**config.mk**
```make
export PLATFORM = sky130hd
export DESIGN_NAME = csr_unit_top
export DESIGN_NICKNAME = d
export VERILOG_FILES = /design/src/design/csr_pkg.sv /design/src/design/csr_req_if.sv /design/src/design/csr_rsp_if.sv /design/src/design/csr_cmd_stage.sv /design/src/design/mtimer_apb.sv /design/src/design/csr_file.sv /design/src/design/csr_retire_stage.sv /design/src/design/csr_unit_top.sv
export SDC_FILE = /design/constraint.sdc
export NUM_CORES = 1
export LEC_CHECK = 0
export ABC_CLOCK_PERIOD_IN_PS = 4900
export BUFFER_PORTS_ARGS = -buffer_cell sky130_fd_sc_hd__buf_2
export CORE_ASPECT_RATIO = 1.1
export CORE_MARGIN = 5
export CORE_UTILIZATION = 54
export CTS_CLUSTER_SIZE = 16
export DETAILED_ROUTE_END_ITERATION = 10
export PLACE_DENSITY = 0.76
export SETUP_SLACK_MARGIN = 0.15
export SYNTH_ARGS = -nofsm -noshare
export SYNTH_HDL_FRONTEND = slang
export SYNTH_SLANG_ARGS = --single-unit
```
**constraint.sdc**
```tcl
create_clock -name clk -period 4.9 [get_ports clk]
set_input_delay 0.98 -clock clk [delete_from_list [all_inputs] [get_ports clk]]
set_output_delay 0.98 -clock clk [all_outputs]
set_load 0.05 [all_outputs]
```
**src/design/csr_pkg.sv**
```systemverilog
package csr_pkg;

    // Commands issued by the pipeline
    typedef enum logic [2:0] {
        CSR_OP_NONE  = 3'd0,
        CSR_OP_RW    = 3'd1,
        CSR_OP_RS    = 3'd2,
        CSR_OP_RC    = 3'd3,
        CSR_OP_ECALL = 3'd4,
        CSR_OP_MRET  = 3'd5
    } csr_op_e;

    // Only machine and user modes exist
    typedef enum logic [1:0] {
        PRIV_USER    = 2'b00,
        PRIV_MACHINE = 2'b11
    } priv_e;

    // Machine trap setup
    localparam logic [11:0] CSR_MSTATUS   = 12'h300;
    localparam logic [11:0] CSR_MISA      = 12'h301;
    localparam logic [11:0] CSR_MEDELEG   = 12'h302;
    localparam logic [11:0] CSR_MIDELEG   = 12'h303;
    localparam logic [11:0] CSR_MIE       = 12'h304;
    localparam logic [11:0] CSR_MTVEC     = 12'h305;

    // Machine trap handling
    localparam logic [11:0] CSR_MSCRATCH  = 12'h340;
    localparam logic [11:0] CSR_MEPC      = 12'h341;
    localparam logic [11:0] CSR_MCAUSE    = 12'h342;
    localparam logic [11:0] CSR_MTVAL     = 12'h343;
    localparam logic [11:0] CSR_MIP       = 12'h344;

    // User counters, read only
    localparam logic [11:0] CSR_CYCLE     = 12'hc00;
    localparam logic [11:0] CSR_TIME      = 12'hc01;
    localparam logic [11:0] CSR_CYCLEH    = 12'hc80;
    localparam logic [11:0] CSR_TIMEH     = 12'hc81;

    // ID registers, all read as zero
    localparam logic [11:0] CSR_MVENDORID = 12'hf11;
    localparam logic [11:0] CSR_MARCHID   = 12'hf12;
    localparam logic [11:0] CSR_MIMPID    = 12'hf13;
    localparam logic [11:0] CSR_MHARTID   = 12'hf14;

    // Field positions
    localparam int MSTATUS_MIE    = 3;
    localparam int MSTATUS_MPIE   = 7;
    localparam int MSTATUS_MPP_LO = 11;
    localparam int MSTATUS_MPP_HI = 12;
    localparam int MIE_MTIE       = 7;
    localparam int MIP_MTIP       = 7;

    // Writable bits
    localparam logic [31:0] MSTATUS_WMASK = 32'h0000_1888;
    localparam logic [31:0] MIE_WMASK     = 32'h0000_0880;

    // MXL = 32 bit, extensions I and U
    localparam logic [31:0] MISA_VALUE    = 32'h4010_0100;

    // mcause codes
    localparam logic [31:0] CAUSE_ECALL_U = 32'd8;
    localparam logic [31:0] CAUSE_ECALL_M = 32'd11;
    localparam logic [31:0] CAUSE_MTIMER  = 32'h8000_0007;

    // Reset values
    localparam logic [31:0] MSTATUS_RESET  = 32'h0000_0000;
    localparam logic [63:0] MTIMECMP_RESET = 64'hffff_ffff_ffff_ffff;

    // Timer register offsets on APB
    localparam logic [11:0] MTIMER_ADDR_MTIME_LO = 12'h000;
    localparam logic [11:0] MTIMER_ADDR_MTIME_HI = 12'h004;
    localparam logic [11:0] MTIMER_ADDR_CMP_LO   = 12'h008;
    localparam logic [11:0] MTIMER_ADDR_CMP_HI   = 12'h00c;

    // Clocks per mtime tick
    localparam int MTIME_DIV   = 4;
    localparam int MTIME_DIV_W = $clog2(MTIME_DIV);

endpackage

```
**src/design/csr_req_if.sv**
```systemverilog
`timescale 1ns/10ps

// One accepted command, valid for a single cycle
interface csr_req_if import csr_pkg::*; ();

    logic        valid;
    csr_op_e     op;
    logic [11:0] addr;
    logic [31:0] operand;
    // PC of the issuing instruction, becomes mepc on ECALL
    logic [31:0] pc;

    // Input stage side
    modport stage (
        output valid,
        output op,
        output addr,
        output operand,
        output pc
    );

    // CSR file side, no ready since every cycle is accepted
    modport file (
        input valid,
        input op,
        input addr,
        input operand,
        input pc
    );

endinterface

```
**src/design/csr_rsp_if.sv**
```systemverilog
`timescale 1ns/10ps

// Results of the CSR file toward the output stage
interface csr_rsp_if ();

    // Read data of RW, RS or RC
    logic        rsp_valid;
    logic [31:0] rdata;
    // Trap entry or return target
    logic        redirect_valid;
    logic [31:0] redirect_pc;

    modport file (
        output rsp_valid,
        output rdata,
        output redirect_valid,
        output redirect_pc
    );

    modport retire (
        input rsp_valid,
        input rdata,
        input redirect_valid,
        input redirect_pc
    );

endinterface

```
**src/design/csr_cmd_stage.sv**
```systemverilog
`timescale 1ns/10ps

module csr_cmd_stage import csr_pkg::*; (
    input  logic        clk,
    input  logic        arst_n,
    input  logic        cmd_valid,
    input  csr_op_e     cmd_op,
    input  logic [11:0] cmd_addr,
    input  logic [31:0] cmd_operand,
    input  logic [31:0] cmd_pc,
    input  logic        cmd_flush,
    csr_req_if.stage    req
);

    logic accept;

    // Flushed commands and empty ops never reach the file
    assign accept = cmd_valid && !cmd_flush && (cmd_op != CSR_OP_NONE);

    // Valid bit follows accept every cycle
    always_ff @(posedge clk or negedge arst_n) begin
        if (!arst_n) begin
            req.valid <= 1'b0;
        end else begin
            req.valid <= accept;
        end
    end

    // Payload held until the next accepted command
    always_ff @(posedge clk) begin
        if (accept) begin
            req.op      <= cmd_op;
            req.addr    <= cmd_addr;
            req.operand <= cmd_operand;
            req.pc      <= cmd_pc;
        end
    end

endmodule

```
**src/design/mtimer_apb.sv**
```systemverilog
`timescale 1ns/10ps

module mtimer_apb import csr_pkg::*; (
    input  logic        clk,
    input  logic        arst_n,
    input  logic        psel,
    input  logic        penable,
    input  logic        pwrite,
    input  logic [11:0] paddr,
    input  logic [31:0] pwdata,
    output logic [31:0] prdata,
    output logic        pready,
    output logic        pslverr,
    output logic [63:0] mtime,
    output logic [63:0] cycle,
    output logic        timer_pending
);

    logic [MTIME_DIV_W-1:0] presc;
    logic [63:0]            mtimecmp;
    logic                   tick;
    logic                   access;
    logic                   addr_ok;
    logic                   wr_en;

    // Access phase of APB
    assign access = psel && penable;

    // Read mux and offset check
    always_comb begin
        addr_ok = 1'b1;
        case (paddr)
            MTIMER_ADDR_MTIME_LO: prdata = mtime[31:0];
            MTIMER_ADDR_MTIME_HI: prdata = mtime[63:32];
            MTIMER_ADDR_CMP_LO:   prdata = mtimecmp[31:0];
            MTIMER_ADDR_CMP_HI:   prdata = mtimecmp[63:32];
            default: begin
                prdata  = '0;
                addr_ok = 1'b0;
            end
        endcase
    end

    // Zero wait states
    assign pready  = 1'b1;
    assign pslverr = access && !addr_ok;
    // Bad offsets write nothing
    assign wr_en   = access && pwrite && addr_ok;

    // Prescaler wraps at MTIME_DIV
    assign tick = (presc == MTIME_DIV_W'(MTIME_DIV - 1));

    always_ff @(posedge clk or negedge arst_n) begin
        if (!arst_n) begin
            presc    <= '0;
            cycle    <= '0;
            mtime    <= '0;
            mtimecmp <= MTIMECMP_RESET;
        end else begin
            presc <= tick ? '0 : presc + 1'b1;
            cycle <= cycle + 64'd1;
            // Bus write wins over the tick
            if (wr_en && paddr == MTIMER_ADDR_MTIME_LO) begin
                mtime <= {mtime[63:32], pwdata};
            end else if (wr_en && paddr == MTIMER_ADDR_MTIME_HI) begin
                mtime <= {pwdata, mtime[31:0]};
            end else if (tick) begin
                mtime <= mtime + 64'd1;
            end
            if (wr_en && paddr == MTIMER_ADDR_CMP_LO) begin
                mtimecmp[31:0] <= pwdata;
            end
            if (wr_en && paddr == MTIMER_ADDR_CMP_HI) begin
                mtimecmp[63:32] <= pwdata;
            end
        end
    end

    // Level until mtimecmp is moved ahead
    assign timer_pending = (mtime >= mtimecmp);

endmodule

```
**src/design/csr_file.sv**
```systemverilog
`timescale 1ns/10ps

module csr_file import csr_pkg::*; (
    input  logic        clk,
    input  logic        arst_n,
    csr_req_if.file     req,
    csr_rsp_if.file     rsp,
    input  logic [63:0] mtime,
    input  logic [63:0] cycle,
    input  logic        timer_pending,
    input  logic        irq_ready,
    input  logic [31:0] irq_pc,
    output logic        stall_req
);

    priv_e       mode;
    logic [31:0] mstatus_q;
    logic [31:0] mie_q;
    logic [31:0] mtvec_q;
    logic [31:0] mscratch_q;
    logic [31:0] mepc_q;
    logic [31:0] mcause_q;
    logic [31:0] mtval_q;
    logic [31:0] medeleg_q;
    logic [31:0] mip_val;
    logic [31:0] rd_val;
    logic [31:0] wr_val;
    logic [31:0] mstatus_wr;
    logic        is_rmw;
    logic        is_mret;
    logic        take_irq;
    logic        trap_enter;
    logic [31:0] trap_cause;
    logic [31:0] trap_epc;

    // Only MTIP is live
    always_comb begin
        mip_val           = '0;
        mip_val[MIP_MTIP] = timer_pending;
    end

    // Interrupt wanted, core must drain before it is taken
    assign stall_req = timer_pending && mie_q[MIE_MTIE] &&
                       (mode == PRIV_USER || mstatus_q[MSTATUS_MIE]);

    // Only while no command sits in the file
    assign take_irq = stall_req && irq_ready && !req.valid;

    assign is_rmw  = req.valid && (req.op == CSR_OP_RW || req.op == CSR_OP_RS ||
                                   req.op == CSR_OP_RC);
    assign is_mret = req.valid && (req.op == CSR_OP_MRET);
    assign trap_enter = take_irq || (req.valid && req.op == CSR_OP_ECALL);

    // Cause depends on the mode the ECALL came from
    assign trap_cause = take_irq ? CAUSE_MTIMER :
                        (mode == PRIV_USER) ? CAUSE_ECALL_U : CAUSE_ECALL_M;
    assign trap_epc   = take_irq ? irq_pc : req.pc;

    // Read mux, unimplemented addresses give zero
    always_comb begin
        case (req.addr)
            CSR_MSTATUS:   rd_val = mstatus_q;
            CSR_MISA:      rd_val = MISA_VALUE;
            CSR_MEDELEG:   rd_val = medeleg_q;
            CSR_MIDELEG:   rd_val = '0;
            CSR_MIE:       rd_val = mie_q;
            CSR_MTVEC:     rd_val = mtvec_q;
            CSR_MSCRATCH:  rd_val = mscratch_q;
            CSR_MEPC:      rd_val = mepc_q;
            CSR_MCAUSE:    rd_val = mcause_q;
            CSR_MTVAL:     rd_val = mtval_q;
            CSR_MIP:       rd_val = mip_val;
            CSR_CYCLE:     rd_val = cycle[31:0];
            CSR_TIME:      rd_val = mtime[31:0];
            CSR_CYCLEH:    rd_val = cycle[63:32];
            CSR_TIMEH:     rd_val = mtime[63:32];
            CSR_MVENDORID: rd_val = '0;
            CSR_MARCHID:   rd_val = '0;
            CSR_MIMPID:    rd_val = '0;
            CSR_MHARTID:   rd_val = '0;
            default:       rd_val = '0;
        endcase
    end

    // Write merge on the old value
    always_comb begin
        case (req.op)
            CSR_OP_RS: wr_val = rd_val | req.operand;
            CSR_OP_RC: wr_val = rd_val & ~req.operand;
            default:   wr_val = req.operand;
        endcase
    end

    // MPP only holds user or machine
    always_comb begin
        mstatus_wr = wr_val & MSTATUS_WMASK;
        if (mstatus_wr[MSTATUS_MPP_HI:MSTATUS_MPP_LO] != PRIV_MACHINE) begin
            mstatus_wr[MSTATUS_MPP_HI:MSTATUS_MPP_LO] = PRIV_USER;
        end
    end

    always_ff @(posedge clk or negedge arst_n) begin
        if (!arst_n) begin
            mode       <= PRIV_MACHINE;
            mstatus_q  <= MSTATUS_RESET;
            mie_q      <= '0;
            mtvec_q    <= '0;
            mscratch_q <= '0;
            mepc_q     <= '0;
            mcause_q   <= '0;
            mtval_q    <= '0;
            medeleg_q  <= '0;
        end else if (trap_enter) begin
            // ECALL and timer share the entry sequence
            mode     <= PRIV_MACHINE;
            mcause_q <= trap_cause;
            mepc_q   <= trap_epc;
            mtval_q  <= '0;
            mstatus_q[MSTATUS_MPIE] <= mstatus_q[MSTATUS_MIE];
            mstatus_q[MSTATUS_MIE]  <= 1'b0;
            mstatus_q[MSTATUS_MPP_HI:MSTATUS_MPP_LO] <= mode;
        end else if (is_mret) begin
            // Back to the mode saved in MPP
            mode <= priv_e'(mstatus_q[MSTATUS_MPP_HI:MSTATUS_MPP_LO]);
            mstatus_q[MSTATUS_MIE]  <= mstatus_q[MSTATUS_MPIE];
            mstatus_q[MSTATUS_MPIE] <= 1'b1;
            mstatus_q[MSTATUS_MPP_HI:MSTATUS_MPP_LO] <= PRIV_USER;
        end else if (is_rmw) begin
            // Read-only addresses drop the write
            case (req.addr)
                CSR_MSTATUS:  mstatus_q  <= mstatus_wr;
                CSR_MEDELEG:  medeleg_q  <= wr_val;
                CSR_MIE:      mie_q      <= wr_val & MIE_WMASK;
                CSR_MTVEC:    mtvec_q    <= wr_val;
                CSR_MSCRATCH: mscratch_q <= wr_val;
                CSR_MEPC:     mepc_q     <= wr_val;
                CSR_MCAUSE:   mcause_q   <= wr_val;
                CSR_MTVAL:    mtval_q    <= wr_val;
                default:      ;
            endcase
        end
    end

    // Result flags, one cycle each
    always_ff @(posedge clk or negedge arst_n) begin
        if (!arst_n) begin
            rsp.rsp_valid      <= 1'b0;
            rsp.redirect_valid <= 1'b0;
        end else begin
            rsp.rsp_valid      <= is_rmw;
            rsp.redirect_valid <= trap_enter || is_mret;
        end
    end

    // Old value returned, direct mode target only
    always_ff @(posedge clk) begin
        if (is_rmw) begin
            rsp.rdata <= rd_val;
        end
        if (trap_enter) begin
            rsp.redirect_pc <= {mtvec_q[31:2], 2'b00};
        end else if (is_mret) begin
            rsp.redirect_pc <= mepc_q;
        end
    end

endmodule

```
**src/design/csr_retire_stage.sv**
```systemverilog
`timescale 1ns/10ps

module csr_retire_stage (
    input  logic        clk,
    input  logic        arst_n,
    csr_rsp_if.retire   rsp,
    output logic        rsp_valid,
    output logic [31:0] rsp_rdata,
    output logic        redirect_valid,
    output logic [31:0] redirect_pc
);

    // Pulses drop unless set again
    always_ff @(posedge clk or negedge arst_n) begin
        if (!arst_n) begin
            rsp_valid      <= 1'b0;
            redirect_valid <= 1'b0;
        end else begin
            rsp_valid      <= rsp.rsp_valid;
            redirect_valid <= rsp.redirect_valid;
        end
    end

    // Data held between pulses
    always_ff @(posedge clk) begin
        if (rsp.rsp_valid) begin
            rsp_rdata <= rsp.rdata;
        end
        // Trap or MRET target
        if (rsp.redirect_valid) begin
            redirect_pc <= rsp.redirect_pc;
        end
    end

endmodule

```
**src/design/csr_unit_top.sv**
```systemverilog
`timescale 1ns/10ps

module csr_unit_top import csr_pkg::*; (
    input  logic        clk,
    input  logic        arst_n,
    // Pipeline commands
    input  logic        cmd_valid,
    input  csr_op_e     cmd_op,
    input  logic [11:0] cmd_addr,
    input  logic [31:0] cmd_operand,
    input  logic [31:0] cmd_pc,
    input  logic        cmd_flush,
    input  logic        irq_ready,
    input  logic [31:0] irq_pc,
    // Pipeline results
    output logic        rsp_valid,
    output logic [31:0] rsp_rdata,
    output logic        redirect_valid,
    output logic [31:0] redirect_pc,
    output logic        stall_req,
    // APB timer port
    input  logic        psel,
    input  logic        penable,
    input  logic        pwrite,
    input  logic [11:0] paddr,
    input  logic [31:0] pwdata,
    output logic [31:0] prdata,
    output logic        pready,
    output logic        pslverr
);

    logic [63:0] mtime;
    logic [63:0] cycle;
    logic        timer_pending;

    csr_req_if req_if ();
    csr_rsp_if rsp_if ();

    // Stage one registers the command
    csr_cmd_stage csr_cmd_stage_i (
        .clk, .arst_n, .cmd_valid, .cmd_op, .cmd_addr, .cmd_operand,
        .cmd_pc, .cmd_flush,
        .req (req_if.stage)
    );

    // Stage two executes it
    csr_file csr_file_i (
        .clk, .arst_n,
        .req (req_if.file),
        .rsp (rsp_if.file),
        .mtime, .cycle, .timer_pending, .irq_ready, .irq_pc, .stall_req
    );

    // Stage three drives the outputs
    csr_retire_stage csr_retire_stage_i (
        .clk, .arst_n,
        .rsp (rsp_if.retire),
        .rsp_valid, .rsp_rdata, .redirect_valid, .redirect_pc
    );

    mtimer_apb mtimer_apb_i (
        .clk, .arst_n, .psel, .penable, .pwrite, .paddr, .pwdata,
        .prdata, .pready, .pslverr, .mtime, .cycle, .timer_pending
    );

endmodule

```
==> results.json <==
{
  "syn_area_per_cell_sq_um": 11.01,
  "h-tree-depth": 2,
  "post-route-util_pct": 63.07,
  "p_leak_nw": 14.19,
  "final_common_cell": "nand2_1",
  "grt_pass1_wl_mm": 135.9,
  "die_w_um": 229.6,
  "whs_ps": 393.9,
  "port-buffer-count": 262,
  "row_count": 88,
  "antenna_cells": 0,
  "cap_violations": 0,
  "skew_ps": 36.17,
  "initial_core_util_pct": 54.53,
  "cp.required_ps": 3920,
  "syn-cell-area_sq_um": 28640,
  "post-cts-setup-buffers": 0,
  "fmax_ghz": 0.2130,
  "status": "completed",
  "cts_root_buf": "clkbuf_16",
  "reg_top3": "mtimer_apb_i.cycle (64), mtimer_apb_i.mtime (64), mtimer_apb_i.mtimecmp (64)",
  "tritoncts": "built",
  "cts_buffers": 61,
  "rsz0062_at_grt": "no",
  "cts_hold_buf": 0,
  "cp_data_arrival_time_ps": 3720,
  "layout.nets": 3079,
  "coreArea_sq_um": 52520,
  "hpwlAfterDp_mm": 62.30,
  "ys_ff_latch": 606,
  "peakVddDrop_mv": 0.3675,
  "grt_use_total_pct": 29.95,
  "cp-end-kind": "output port",
  "relSlewSlack_pct": 23.85,
  "detail_route.first_pass.iterations": 7,
  "final_cell_mix": "nand2_1, dfrtp_1, buf_2",
  "worst_pin_slew_ps": 1142,
  "setup_viol": 0,
  "synthDistinctLibCells": 80,
  "m1WireLength_mm": 33.46,
  "layout-drive-gt1-share_pct": 22.12,
  "path_max_fanout": 4,
  "antenna_found_initial": 0,
  "cts_buffer_depth": 3,
  "async_reset_ff_share_pct": 65.84,
  "synth_top_area_share_pct": 29.09,
  "hold_viol": 0,
  "globalplace.congestion": 0.9483,
  "route.met2.wl_mm": 42.37,
  "ys.flop_type": "dfrtp_1",
  "grt_pass1_vias": 23021,
  "hold_class": "in2async",
  "ios": 264,
  "drt_iter0_drc": 2597,
  "ant_nets": 0,
  "period_minus_slack_ps": 4695,
  "die_area_sq_um": 57750,
  "yosysWarnings": 0,
  "synth_area_leaders": "dfrtp_1, edfxtp_1, dfstp_2",
  "cts_sinks": 606,
  "path_class": "reg2out",
  "p_per_area_nw_per_um2": 353.9,
  "die_h_um": 251.5,
  "maxUsedRoutingLayer": "met4",
  "synth_fp_nets": 2832,
  "grt_max_degree": 113,
  "critPathLaunchType": "flip-flop",
  "area_growth_pct": 15.66,
  "avgRoutedWirePerCell_um": 24.79,
  "drc_errors": 0,
  "synth_largest_area_cell": "dfrtp_1",
  "ys_seq_area_share_pct": 56.78,
  "syn_inst": 2602,
  "drt-total-wl_mm": 88.68,
  "fin_tns_setup_ps": 0,
  "overflow": 0,
  "viasPerCell": 6.445,
  "wl_met3_mm": 7.749,
  "clk_latency_ps": 660,
  "num_vias": 23055,
  "finalCritPeriodShare_pct": 95.83,
  "synth_edf_count": 205,
  "path_clk_slew_ps": 60,
  "drv_slew": 0
}
-- Yosys cell counts, types with 41 or more instances --
| cell | n |
|---|---|
| nand2_1 | 353 |
| dfrtp_1 | 333 |
| o21ai_0 | 227 |
| edfxtp_1 | 205 |
| a21oi_1 | 132 |
| nor2_1 | 123 |
| a22oi_1 | 108 |
| mux2_2 | 97 |
| nand3_1 | 92 |
| clkbuf_1 | 83 |
| inv_1 | 82 |
| a22o_1 | 68 |
| ha_1 | 67 |
| dfstp_2 | 66 |
| xnor2_1 | 64 |
| a222oi_1 | 50 |
| buf_2 | 44 |
| and3_1 | 41 |
-- stage by stage --
step / std cells / worst slack, ps / area (sq um) / total power (W)
2_1_floorplan: 2602 / 283.5 / 28650 / 0.006265
3_3_place_gp: 3461 / 822.4 / 30880 / 0.006611
3_5_place_dp: 3461 / 660.6 / 30880 / 0.006671
4_1_cts: 3577 / 200.6 / 33120 / 0.01177
5_1_grt: 3577 / 178.1 / 33130 / 0.01209
6_report: 3577 / 204.5 / 33130 / 0.01172
-- routing by layer --
layer / up-vias / global-route usage, %
li1: 10117 / -
met1: 11333 / 39.07
met2: 1317 / 48.73
met3: 288 / 5.571
met4: 0 / 14.59
met5: - / 0
-- final timing paths --
| kind | startpoint | endpoint | slack [ps] | cells past startpoint |
|---|---|---|---|---|
| hold reg to reg | csr_file_i.rsp.rdata[26]$_DFFE_PP_ | csr_retire_stage_i.rsp_rdata[26]$_DFFE_PP_ | 390 | 0 |
| max in group asynchronous | arst_n | mtimer_apb_i.cycle[45]$_DFF_PN0_ | 3320 | 2 |
| min in group clk | csr_file_i.rsp.rdata[26]$_DFFE_PP_ | csr_retire_stage_i.rsp_rdata[26]$_DFFE_PP_ | 390 | 0 |
| setup / recovery | mtimer_apb_i.mtimecmp[58]$_DFFE_PN1P_ | stall_req | 200 | 10 |
| hold / removal | arst_n | mtimer_apb_i.mtime[60]$_DFFE_PN0P_ | 390 | 1 |
| setup reg to reg | mtimer_apb_i.mtimecmp[55]$_DFFE_PN1P_ | csr_file_i.mtval_q[4]$_DFFE_PN0P_ | 830 | 11 |
-- area by class of cell --
type / instances / area (sq um)
fillers: 4073 / 19390
flip-flops and latches: 606 / 16260
multi-input cells: 1764 / 11540
repair buffers: 334 / 1952
clock buffers: 71 / 1605
well taps: 675 / 844.6
clock inverters: 45 / 609.3
inverters: 82 / 307.8
-- report_power, final --
part	switching, W	total [W]	internal (W)
combinational	0.000449	0.000782	0.000333
sequential	0.000242	0.00582	0.00557
clock	0.00208	0.00513	0.00304
total	0.00278	0.0117	0.00895
-- repair_timing --
action                     CTS  global route
cloned                       0             0
setup endpoints to repair    1             1
gates resized for setup      2             2
pin swaps                    0             2
-- worst max-delay path, cell delays in order, from the launching register on --
cell and delay (ps):
dfstp_2 530, inv_1 50, ha_1 320, nand4_1 240
nor4_4 400, and3_1 300, nand4_1 160, o2bb2ai_4 310
or2_2 190, nor2b_1 270, clkbuf_4 300
-- logic make-up (layout without fill, tap and decap cells) --
kind of cell,after synthesis,in the layout,synth area share (%)
adder cells (fa/ha/maj),67,67,2.927
buffers and inverters,232,532,3.442
multiplexers,112,112,4.508
XOR/XNOR,93,93,2.844
AND/OR/NAND/NOR,752,752,12.39
other,1,1,0.01309
AO/OA/AOI/OAI,739,739,17.09
flip-flops,606,606,56.78
Note: power is estimated with default switching activity, not from simulation.
